**config.mk**
```make
export PLATFORM = sky130hd
export DESIGN_NAME = lane_running_min
export DESIGN_NICKNAME = d
export VERILOG_FILES = /design/src/knn_cfg_pkg.sv /design/src/lane_running_min.sv
export SDC_FILE = /design/constraint.sdc
export NUM_CORES = 1
export LEC_CHECK = 0
export BUFFER_PORTS_ARGS = -buffer_cell sky130_fd_sc_hd__buf_2
export CORE_UTILIZATION = 45
export CTS_CLUSTER_DIAMETER = 120
export DETAILED_ROUTE_END_ITERATION = 8
export PLACE_DENSITY = 0.77
export RECOVER_POWER = 50
export SLEW_MARGIN = 10
export SYNTH_ARGS = -nofsm -noshare
export SYNTH_HDL_FRONTEND = slang
export SYNTH_SLANG_ARGS = --single-unit
export TNS_END_PERCENT = 1
```
**constraint.sdc**
```tcl
create_clock -name clk -period 7.7 [get_ports clk]
set_input_delay 0 -clock clk [delete_from_list [all_inputs] [get_ports clk]]
set_output_delay 0 -clock clk [all_outputs]
set_load 0.1 [all_outputs]
```
**src/knn_cfg_pkg.sv**
```systemverilog
`default_nettype none

package knn_cfg_pkg;

    localparam int data_width      = 11;
    localparam int patch_size      = 5;     // elements per patch
    localparam int leaf_size       = 8;     // candidates per leaf, one lane each
    localparam int k_best          = 4;
    localparam int num_leaves      = 64;

    localparam int leaf_addr_width = $clog2(num_leaves);
    localparam int lane_width      = $clog2(leaf_size);
    localparam int index_width     = leaf_addr_width + lane_width;

    // distances saturate at the top of the element range
    localparam int dist_max        = (1 << data_width) - 1;

    // kernel arithmetic
    localparam int diff_width      = data_width + 1;
    localparam int sq_width        = 2 * data_width;    // holds 2047 squared
    localparam int sum_width       = sq_width + $clog2(patch_size);

    typedef logic signed [data_width-1:0] elem_t;
    typedef logic [data_width-1:0]        dist_t;
    typedef logic [index_width-1:0]       cand_idx_t;

endpackage

`default_nettype wire

```
**src/lane_running_min.sv**
```systemverilog
`timescale 1ns/10ps
`default_nettype none

module lane_running_min (
    input  logic                                                clk,
    input  logic                                                rst_n,
    input  logic                                                dist_valid,
    input  logic                                                dist_first,
    input  logic                                                dist_last,
    input  knn_cfg_pkg::dist_t [knn_cfg_pkg::leaf_size-1:0]     lane_dist,
    input  knn_cfg_pkg::cand_idx_t [knn_cfg_pkg::leaf_size-1:0] lane_idx,
    output logic                                                run_valid,
    output knn_cfg_pkg::dist_t [knn_cfg_pkg::leaf_size-1:0]     min_dist,
    output knn_cfg_pkg::cand_idx_t [knn_cfg_pkg::leaf_size-1:0] min_idx
);
    import knn_cfg_pkg::*;

    logic [leaf_size-1:0] take;

    // strictly smaller only, so a tie keeps the earlier query's entry
    always_comb begin
        for (int l = 0; l < leaf_size; l++) begin
            take[l] = dist_valid && (dist_first || (lane_dist[l] < min_dist[l]));
        end
    end

    always_ff @(posedge clk) begin
        for (int l = 0; l < leaf_size; l++) begin
            if (take[l]) begin
                min_dist[l] <= lane_dist[l];
                min_idx[l]  <= lane_idx[l];
            end
        end
    end

    // minimum registers already hold the last query when this fires
    always_ff @(posedge clk or negedge rst_n) begin
        if (!rst_n) begin
            run_valid <= 1'b0;
        end else begin
            run_valid <= dist_valid & dist_last;
        end
    end

endmodule

`default_nettype wire
```
==> flow_metrics.tcl <==
set metrics [dict create \
    globalRouteOverflowTotal 0 \
    synth_sequential_area_ratio_pct 70.0 \
    layoutNonFillerInstCount 1145 \
    grt_start_max_net_pins 21 \
    area_occupied_by_multi_input_gates_mm2 0.00176 \
    grtUsageTotal_pct 27.2 \
    floorplan.die.height_um 126 \
    number_of_antenna_violations_at_the_first_check_in_global_routing 0 \
    dr.first_iter.drc_count 389 \
    length_of_the_first_detailed_routing_pass_in_iterations 5 \
    placed_area_mm2 0.00876 \
    setup.worst_path.class "reg -> reg" \
    setup.worst_path.end_class "flop" \
    setup_slack_ns 4.99 \
    grt_pass1_vias 6381 \
    cts.sink_count 161 \
    rsz0062_at_grt "no" \
    place_hpwl_um 12600 \
    final-max-slew-violation-count 0 \
    synthesis.instances 446 \
    power.share.switching_pct 37.0 \
    regToRegSetupSlack_ns 4.99 \
    fp.dieArea_mm2 0.0158 \
    combinationalPowerShare_pct 30.6 \
    drive_gt1_share_pct 18.7 \
    synth.top_cell.area_share_pct 69.6 \
    final_tns_setup_ns 0 \
    wire_length_of_the_first_global_routing_pass_um 32400 \
    port_buffers 325 \
    critPathRequiredTime_ns 7.73 \
    post_drt_via_cell_ratio 5.08 \
    placeableCoreArea_mm2 0.0148 \
    worstPathMaxFanout 20 \
    timing.hold.worst.class "in -> reg" \
    drc_errors 0 \
    yosys_warnings 0 \
    die_x_um 126 \
    switching_power_mw 1.04 \
    clock_skew_ns 0.0126 \
    synth_largest_area_cell "edfxtp_1" \
    routed-via-count 5811 \
    tritoncts "done" \
    tightest_slew_ns 1.24 \
    clock_latency_ns 0.42 \
    total_internal_power_mw 1.76 \
    area_delta_synth_final_pct 55.8 \
    synth-seq-cells 161 \
    p_clk_share_pct 30.3 \
    worst_ir_drop_vdd_v 0.000171 \
    timing.max_slew.rel_slack_pct 17.8 \
    synth.avg_cell_area_um2 15.5 \
    cts.repair.resized 0 \
    post-place-cells 954 \
    finalSetupViolCount 0 \
    final_gp_congestion 0.806 \
    insertedDiodeCount 0 \
    cts_inserted_buffers 17 \
    worst_hold_slack_ns 0.0421 \
    synth_top_cells_by_area "edfxtp_1, ha_1, inv_1" \
    cts_max_level 4 \
    detailedPlace.worstSlack_ns 5.12 \
    post-route-min-period_ns 2.71 \
    wirelength_um 21200 \
    ff_latch_area_mm2 0.00483 \
    arrival_ns 2.74 \
    antenna_left 0 \
    totalPowerFinal_mw 2.80 \
    post-route-period-util_pct 35.2 \
    root_buffer "clkbuf_16" \
    p_seq_share_pct 39.1 \
    starting_utilization_of_the_core_area_pct 46.8 \
    achievable-frequency_mhz 369 \
    final_net_count 1197 \
    cap_violations 0 \
    num_rows 44 \
    final_core_util_pct 72.9 \
    synthesis.area_mm2 0.00690 \
    static-leakage-power_nw 4.56 \
    outcome "complete, no violations" \
    pin_count 326 \
    routed_wl_per_cell_um 18.5 \
    clkSlewWorstSetupHoldPaths_ns 0.06 \
    final-hold-violation-count 0 \
    clk_path_buf_depth 2 \
    fill_cells 969 \
    critical_path.startpoint_type "flop" \
    yosys.cell_types.count 23 \
    final_cell_area_mm2 0.0107 \
    power_density_mw_per_mm2 260 \
    syn_nets 691 \
]
==> placed cells by master (no fill, tap or decap), types with 12 or more instances in the layout <==
cell           instances
a21oi_1               13
buf_2                150
clkbuf_1             175
clkbuf_16             17
dlygate4sd3_1        163
edfxtp_1             160
ha_1                  80
inv_1                 82
nor2_1                14
nor3_1                12
nor3b_1               12
o21ai_0               22
==> state kept, by name, indices dropped and copies added, names as in the netlist <==
signal	count
min_idx	72
run_valid	1
min_dist	88
==> layer usage <==
| metal | share of wire (%) | track usage, % |
|---|---|---|
| met5 | 0 | 0 |
| met4 | 3.3 | 12.3 |
| met3 | 8.1 | 8.16 |
| met2 | 53 | 51.5 |
| met1 | 35 | 27.3 |
==> power by group through the flow <==
stage / Sequential, mW / Combinational, mW / Clock [mW]
2_1_floorplan: 1.62 / 0.116 / 0
3_3_place_gp: 1.10 / 0.775 / 0
3_5_place_dp: 1.11 / 0.786 / 0
4_1_cts: 1.09 / 0.854 / 0.852
5_1_grt: 1.10 / 0.888 / 0.885
6_report: 1.09 / 0.856 / 0.848
==> Yosys cell counts <==
| master | n |
|---|---|
| nor3_1 | 12 |
| dfrtp_1 | 1 |
| nand4_1 | 6 |
| a211oi_1 | 6 |
| ha_1 | 80 |
| buf_1 | 1 |
| inv_1 | 82 |
| nand2b_1 | 2 |
| edfxtp_1 | 160 |
| o211ai_1 | 6 |
| a2111oi_2 | 2 |
| nor3b_1 | 12 |
| a21oi_1 | 14 |
| and4_1 | 2 |
| and2_1 | 1 |
| o21ai_1 | 2 |
| a32o_1 | 6 |
| nor2b_1 | 6 |
| o21a_1 | 2 |
| nor2_1 | 14 |
| o41ai_1 | 6 |
| o21ai_0 | 22 |
| buf_2 | 1 |
==> critical path, stage by stage, from the launching register on <==
cell       delay, ns
edfxtp_1        0.41
inv_1           0.09
ha_1            0.25
a2111oi_2       0.42
o21a_1          0.18
o21ai_1         0.09
a21oi_2         0.88
==> path summary, 6_finish.rpt <==
check,start,end,cells past startpoint
worst max-delay path,min_dist[85],min_dist[87],6
worst min-delay path,dist_valid,run_valid,2
worst max register to register,min_dist[85],min_dist[87],6
worst min register to register,min_dist[76],min_dist[70],5
max in group asynchronous,rst_n,run_valid,3
min in group asynchronous,rst_n,run_valid,3
==> final cells by class <==
type,count,area share [%]
Sequential cell,161,44.9
Timing Repair Buffer,489,28.4
Multi-Input combinational cell,201,16.3
Clock buffer,19,4.03
Inverter,82,2.86
Tap cell,184,2.14
Clock inverter,9,1.33
==> logic make-up after synthesis <==
kind of cell	count (synthesis)	synth area share, %
AO/OA/AOI/OAI	66	6.35
AND/OR/NAND/NOR	55	4.55
flip-flops	161	70.0
adder cells (fa/ha/maj)	80	14.5
buffers and inverters	84	4.59
==> repair_timing <==
action / in CTS / in global routing
hold buffers: 163 / 0
buffers inserted: 0 / 0
hold endpoints to repair: 162 / 0
Note: power is estimated with default switching activity, not from simulation.
