<file path="config.mk">
export PLATFORM = sky130hd
export DESIGN_NAME = knn_wb_decode
export DESIGN_NICKNAME = d
export VERILOG_FILES = /design/src/knn_cfg_pkg.sv /design/src/knn_bus_pkg.sv /design/src/knn_wb_decode.sv
export SDC_FILE = /design/constraint.sdc
export NUM_CORES = 1
export LEC_CHECK = 0
export BUFFER_PORTS_ARGS = -buffer_cell sky130_fd_sc_hd__buf_4
export CAP_MARGIN = 20
export CORE_AREA = 2 2 260 262
export DETAILED_ROUTE_END_ITERATION = 10
export DIE_AREA = 0 0 262 264
export HOLD_SLACK_MARGIN = 0.1
export PLACE_DENSITY = 0.58
export SLEW_MARGIN = 20
export SYNTH_ARGS = -nofsm -noshare
export SYNTH_HDL_FRONTEND = slang
export SYNTH_SLANG_ARGS = --single-unit
</file>
<file path="constraint.sdc">
create_clock -name clk -period 3.9 [get_ports clk]
set_input_delay 0.39 -clock clk [delete_from_list [all_inputs] [get_ports clk]]
set_output_delay 0.39 -clock clk [all_outputs]
set_load 0.1 [all_outputs]
</file>
<file path="src/knn_cfg_pkg.sv">
`default_nettype none

package knn_cfg_pkg;

    localparam int data_width      = 11;
    localparam int patch_size      = 5;     // elements per patch
    localparam int leaf_size       = 8;     // candidates per leaf, one lane each
    localparam int k_best          = 4;
    localparam int num_leaves      = 64;

    localparam int leaf_addr_width = $clog2(num_leaves);
    localparam int lane_width      = $clog2(leaf_size);
    localparam int index_width     = leaf_addr_width + lane_width;

    // distances saturate at the top of the element range
    localparam int dist_max        = (1 << data_width) - 1;

    // kernel arithmetic
    localparam int diff_width      = data_width + 1;
    localparam int sq_width        = 2 * data_width;    // holds 2047 squared
    localparam int sum_width       = sq_width + $clog2(patch_size);

    typedef logic signed [data_width-1:0] elem_t;
    typedef logic [data_width-1:0]        dist_t;
    typedef logic [index_width-1:0]       cand_idx_t;

endpackage

`default_nettype wire

</file>
<file path="src/knn_bus_pkg.sv">
`default_nettype none

package knn_bus_pkg;

    localparam int wb_addr_width = 7;   // word addresses
    localparam int wb_data_width = 32;

    // register map
    localparam logic [wb_addr_width-1:0] addr_cand_base   = 7'h00; // lane*8 + elem
    localparam logic [wb_addr_width-1:0] addr_query_base  = 7'h40;
    localparam logic [wb_addr_width-1:0] addr_leaf_idx    = 7'h48;
    localparam logic [wb_addr_width-1:0] addr_cmd         = 7'h49;
    localparam logic [wb_addr_width-1:0] addr_result_base = 7'h50; // ranks 0..3
    localparam logic [wb_addr_width-1:0] addr_status      = 7'h54;

    // result word: distance at the bottom, index from here up
    localparam int result_idx_lsb  = 16;
    localparam int status_done_bit = 0;

    typedef struct packed {
        logic [wb_data_width-knn_cfg_pkg::data_width-1:0] pad;
        knn_cfg_pkg::elem_t                               value;
    } elem_view_t;

    typedef struct packed {
        logic [wb_data_width-4:0] pad;
        logic                     last;
        logic                     first;
        logic                     start;
    } cmd_view_t;

    // one write word, element or command depending on address
    typedef union packed {
        elem_view_t elem;
        cmd_view_t  cmd;
    } wr_word_u;

endpackage

`default_nettype wire

</file>
<file path="src/knn_wb_decode.sv">
`timescale 1ns/10ps
`default_nettype none

module knn_wb_decode (
    input  logic                                        clk,
    input  logic                                        rst_n,
    input  logic                                        wb_cyc,
    input  logic                                        wb_stb,
    input  logic                                        wb_we,
    input  logic [knn_bus_pkg::wb_addr_width-1:0]       wb_adr,
    input  logic [knn_bus_pkg::wb_data_width-1:0]       wb_dat_w,
    output logic [knn_bus_pkg::wb_data_width-1:0]       wb_dat_r,
    output logic                                        wb_ack,
    input  logic                                        best_valid,
    input  knn_cfg_pkg::dist_t [knn_cfg_pkg::k_best-1:0]     best_dist,
    input  knn_cfg_pkg::cand_idx_t [knn_cfg_pkg::k_best-1:0] best_idx,
    output knn_cfg_pkg::elem_t [knn_cfg_pkg::leaf_size-1:0][knn_cfg_pkg::patch_size-1:0]
                                                        cand_patches,
    output knn_cfg_pkg::elem_t [knn_cfg_pkg::patch_size-1:0] query_patch,
    output logic [knn_cfg_pkg::leaf_addr_width-1:0]     leaf_idx,
    output logic                                        query_valid,
    output logic                                        query_first,
    output logic                                        query_last
);
    import knn_cfg_pkg::*;
    import knn_bus_pkg::*;

    wr_word_u                     wr_word;
    logic                         req;
    logic                         wr_req;
    logic                         cmd_start;
    logic [lane_width-1:0]        lane_sel;
    logic [2:0]                   elem_sel;
    logic [$clog2(k_best)-1:0]    rank_sel;
    logic                         elem_ok;
    logic                         is_cand;
    logic                         is_query;
    logic                         is_result;
    dist_t [k_best-1:0]           res_dist;
    cand_idx_t [k_best-1:0]       res_idx;
    logic                         done;
    logic [wb_data_width-1:0]     rd_data;

    function automatic logic [wb_data_width-1:0] sext(elem_t e);
        return wb_data_width'(e);
    endfunction

    assign req       = wb_cyc & wb_stb & ~wb_ack;   // ack low, so a fresh request
    assign wr_req    = req & wb_we;
    assign wr_word   = wb_dat_w;
    assign lane_sel  = wb_adr[5:3];     // eight words per candidate
    assign elem_sel  = wb_adr[2:0];
    assign rank_sel  = wb_adr[$clog2(k_best)-1:0];
    assign elem_ok   = elem_sel < patch_size;
    assign is_cand   = (wb_adr[6] == addr_cand_base[6]) && elem_ok;
    assign is_query  = (wb_adr[6:3] == addr_query_base[6:3]) && elem_ok;
    assign is_result = wb_adr[6:2] == addr_result_base[6:2];
    assign cmd_start = wr_req && (wb_adr == addr_cmd) && wr_word.cmd.start;

    always_comb begin
        rd_data = '0;   // unmapped and write-only read as zero
        if (is_cand) begin
            rd_data = sext(cand_patches[lane_sel][elem_sel]);
        end else if (is_query) begin
            rd_data = sext(query_patch[elem_sel]);
        end else if (wb_adr == addr_leaf_idx) begin
            rd_data[leaf_addr_width-1:0] = leaf_idx;
        end else if (is_result) begin
            rd_data[data_width-1:0] = res_dist[rank_sel];
            rd_data[result_idx_lsb +: index_width] = res_idx[rank_sel];
        end else if (wb_adr == addr_status) begin
            rd_data[status_done_bit] = done;
        end
    end

    always_ff @(posedge clk) begin
        if (req) wb_dat_r <= rd_data;
        if (wr_req && is_cand) cand_patches[lane_sel][elem_sel] <= wr_word.elem.value;
        if (wr_req && is_query) query_patch[elem_sel] <= wr_word.elem.value;
    end

    always_ff @(posedge clk or negedge rst_n) begin
        if (!rst_n) begin
            wb_ack      <= 1'b0;
            query_valid <= 1'b0;
            query_first <= 1'b0;
            query_last  <= 1'b0;
            leaf_idx    <= '0;
            done        <= 1'b0;
            res_dist    <= '0;
            res_idx     <= '0;
        end else begin
            wb_ack      <= req;
            query_valid <= cmd_start;   // leaves with the command's ack
            if (cmd_start) begin
                query_first <= wr_word.cmd.first;
                query_last  <= wr_word.cmd.last;
                if (wr_word.cmd.first) done <= 1'b0;
            end
            if (wr_req && wb_adr == addr_leaf_idx) leaf_idx <= wb_dat_w[leaf_addr_width-1:0];
            if (best_valid) begin
                res_dist <= best_dist;
                res_idx  <= best_idx;
                done     <= 1'b1;
            end
        end
    end

endmodule

`default_nettype wire

</file>
==> summary.md <==
| Metric | Value |
|---|---|
| Pint | about 11 mW |
| Synth Area per Inst | 17.3 sq um |
| Dpl hpwl | 77.1 mm |
| Multi-input logic area | 6100 sq um |
| Crit end category | flop |
| Root buffer cell | clkbuf_16 |
| Drt initial violations | 2,160 |
| FMAX | roughly 360 MHz |
| CP Cell Sequence | buf_4 -> buf_4 -> nor2b_2 -> buf_4 -> a22o_1 -> a221oi_1 -> buf_4 -> o311ai_1 -> a22oi_2 -> buf_4 -> nand2_1 |
| Total of fill cells in the finished design | 5,677 |
| R2R depth | 8 |
| Core Region | approximately 67,000 sq um |
| Post-synth EDFFs | 516 |
| Final Skew | 0.0301 ns |
| Async SR Flop Fraction | 0.150 |
| Chip width | 262 microns |
| Synth Area in Adders | 0 |
| H-tree depth | 3 |
| Dominant synthesized flop cell | edfxtp_1 |
| Worst path max stage delay | 0.53 ns |
| Tightest hold margin | roughly 0.29 ns |
| Reg area | between 15,000 and 20,000 sq um |
| Synth Net Count | 1,534 |
| Sequential area share after synthesis | 0.728 |
| CTS Buf Count | between 60 and 70 |
| Mux contribution to synthesized area | 0.131 |
| Worst path bufs/invs | 5 |
| Placer Congestion | 0.886 |
| Post-CTS sizing | 0 |
| Syn Inst Count | 1,409 |
| Worst-path clk slew | approximately 0.060 ns |
| Startpoint types | input port |
| Initial Util | 0.367 |
| Area growth from synthesis to layout | 38.1% |
| Synth warnings | 0 |
| Worst-Skew Late Latency | 0.63 ns |
| Unrepaired setup endpoints after global routing | no |
| Clock share of power | 0.436 |
| Net switching power | around 3.6 mW |
| Combinational Power Share | 0.084 |
| Routed WL | 107 mm |
| Arrival @ worst endpoint | 3.17 ns |
| Vias/cell | 5.60 |
| Hold/Removal Path Class | in -> reg |
| Std-Cell Rows | 95 |
| Sw frac | 0.241 |
| Setup WS pre-CTS | between 0.5 and 0.6 ns |
| Total gr overflow | 0 |
| Area of the die | 69,200 sq um |
| Vias | 17,600 |
| Crit path max fanout | 45 |
| Slew Limit Fails | 0 |
| Worst R2R Setup Slack | 1.18 ns |
| Drt pass-1 iters | 5 |
| Most common cell after layout, fill and taps aside | buf_4 |
| Synth Area in Simple Gates | 0.0417 |
| Delay-heaviest family, CP | buffers and inverters |
| Min-delay src | wb_dat_w[8] |
| Critical path type | in -> reg |
| CP max stage cell | buf_4 |
| Post-CTS setup buffers | 0 |
| Critical R2R Launch | cand_patches[43] |
| Post-synthesis register bit count | between 600 and 700 |
| DRC violations left | 0 |
| Status | finished, final reports clean |
| Vias in the first global route | around 18,000 |
| Final #Nets | 2,336 |
| Synth cell types | 69 |
| Commonest cells after routing, fill and taps aside | buf_4, edfxtp_1, mux2_2 |
| Post-synthesis xor/xnor area fraction | 0 |
| Sink Count | ~610 |
| First-pass GRT wire length | 146 mm |
| Largest net degree at the start of global routing | 82 |
| Relative slew slack | 0.261 |
| Final hold violations | 0 |
| Setup_tns | 0 ns |
| P_leak | 12.8 nW |
| Worst hold path endpoint | cand_patches[206] |
| Worst-margin pin slew | 1.10 ns |
| CTS tree | yes |
| Final setup fails | 0 |
| Placed inst area | 30,700 sq um |
| DP Cell Count | 2,932 |
| GRT met3 Usage | 0.114 |
| Grt met1 use | 0.376 |
| Clock Path Buffers | 3 |
| PwrDens | 444 nW/um^2 |
| Ports | 662 |
| Period minus WS final | ~2.8 ns |
| Worst ir drop on vdd | 435 uV |
| CP most frequent cell | buf_4 |
| Buffers on Ports | 640 |
| Final instance area | 33,700 sq um |
| Gr usage total | 0.305 |
| Final WS setup | 1.09 ns |
| Largest family of logic cells by synthesized area | multiplexers |
| Final Cycle Share | 0.721 |
| Met2 Usage GRT | 0.501 |
| Routed Antenna Nets | 0 |
| Share of total power in sequential cells | 0.480 |
| Critical path data required time | roughly 4.3 ns |
| Die height | 264 microns |
| Compound-Gate Fraction of Synth Area | 0.0758 |
| Drt wl/cell | between 30 and 40 microns |
| Layout cell share with drive strength beyond 1 | 0.474 |
| Top Usage Layer GRT | met2 |
| Final Non-Filler Cells | 3,139 |
| Mapped cell area | 24,400 sq um |
| Initial antenna violation count | 2 |
| Crit Reg-Reg Endpoint | wb_dat_r[24] |
| Max Cap Viol | 0 |
| Hold Path Stages | 1 |
## repair_timing
action / CTS / global route
hold endpoints to repair: 153 / 0
setup endpoints to repair: 0 / 0
hold buffers: 81 / 0
## metrics by stage
step           utilization  power [mW]
5_1_grt              0.507        15.4
4_1_cts              0.507        15.1
3_5_place_dp         0.461        8.52
6_report             0.507        15.0
2_1_floorplan            -        7.97
3_3_place_gp         0.461        8.50
## per-layer routing
metal  vias up  routed length, microns
met4         0                    3330
met3       169                   12200
met1      9074                   40100
met5         -                       0
li1       7262                       -
met2      1079                   51800
## synthesized netlist by cell type, types with 4 or more instances
master | instances | share of area
buf_1 | 5 | 0.00077
o21ai_0 | 35 | 0.0072
mux2_2 | 132 | 0.061
a211oi_1 | 4 | 0.0012
nand2_2 | 9 | 0.0023
a22oi_1 | 35 | 0.011
o211ai_1 | 8 | 0.0025
o22ai_1 | 4 | 0.0010
a31oi_1 | 4 | 0.0010
a311oi_1 | 4 | 0.0014
a221oi_1 | 57 | 0.020
buf_6 | 5 | 0.0023
a221o_1 | 10 | 0.0041
dfrtp_1 | 91 | 0.093
nand2_1 | 61 | 0.0094
o221ai_1 | 7 | 0.0025
nand2b_1 | 12 | 0.0031
mux4_2 | 62 | 0.057
nand3_1 | 16 | 0.0033
clkbuf_1 | 28 | 0.0043
a21oi_1 | 39 | 0.0080
and2_1 | 5 | 0.0013
buf_4 | 23 | 0.0071
mux2i_1 | 28 | 0.011
inv_1 | 5 | 0.00077
edfxtp_1 | 516 | 0.63
nor3_1 | 6 | 0.0012
a22o_1 | 5 | 0.0018
nor2b_1 | 9 | 0.0023
buf_2 | 38 | 0.0078
nor2_1 | 82 | 0.013
## worst register-to-register path, stage by stage (launching register included)
cell and delay [ns]:
edfxtp_1 0.41, mux2_2 0.29, a221o_1 0.34, a221oi_1 0.52, buf_4 0.22, o311ai_1 0.14, a22oi_2 0.18, buf_4 0.27
nand2_1 0.10
## power by group through the flow
stage | logic [mW] | registers, mW | clock network (mW)
after floorplan | 0.548 | 7.42 | 0
after global placement | 1.17 | 7.33 | 0
after detailed placement | 1.18 | 7.34 | 0
after CTS | 1.25 | 7.20 | 6.61
after global routing | 1.31 | 7.21 | 6.87
final | 1.26 | 7.20 | 6.54
## state kept, by name (all words and copies together), names as in the netlist
register,cells
query_patch,55
query_valid,1
leaf_idx,6
res_idx,36
query_last,1
done,1
wb_dat_r,21
cand_patches,440
wb_ack,1
query_first,1
res_dist,44
## area by class of cell
class | count | area share
repair buffers | 830 | 0.192
flip-flops and latches | 607 | 0.527
clock inverters | 40 | 0.0129
clock buffers | 85 | 0.0539
inverters | 9 | 0.00100
multi-input cells | 694 | 0.181
well taps | 873 | 0.0324
diodes | 1 | 0.0000742
## worst max-delay path by stage
stage | start | endpoint | slack, ns | cells past startpoint
CTS | wb_adr[5] | wb_dat_r[24] | 1.22 | 11
detailed placement | wb_adr[3] | wb_dat_r[24] | 0.56 | 9
finish | wb_adr[5] | wb_dat_r[24] | 1.09 | 11
floorplan | wb_ack | cand_patches[341] | 0.53 | 5
global placement | wb_adr[5] | wb_dat_r[24] | 0.60 | 11
global route | wb_adr[5] | wb_dat_r[24] | 1.09 | 11
## cells by family after synthesis
| family | Yosys count |
|---|---|
| DFF | 607 |
| AOI/OAI and AO/OA | 249 |
| muxes | 225 |
| and+or+nand+nor | 220 |
| buffers and inverters | 108 |
(Power assumes the default switching activity.)
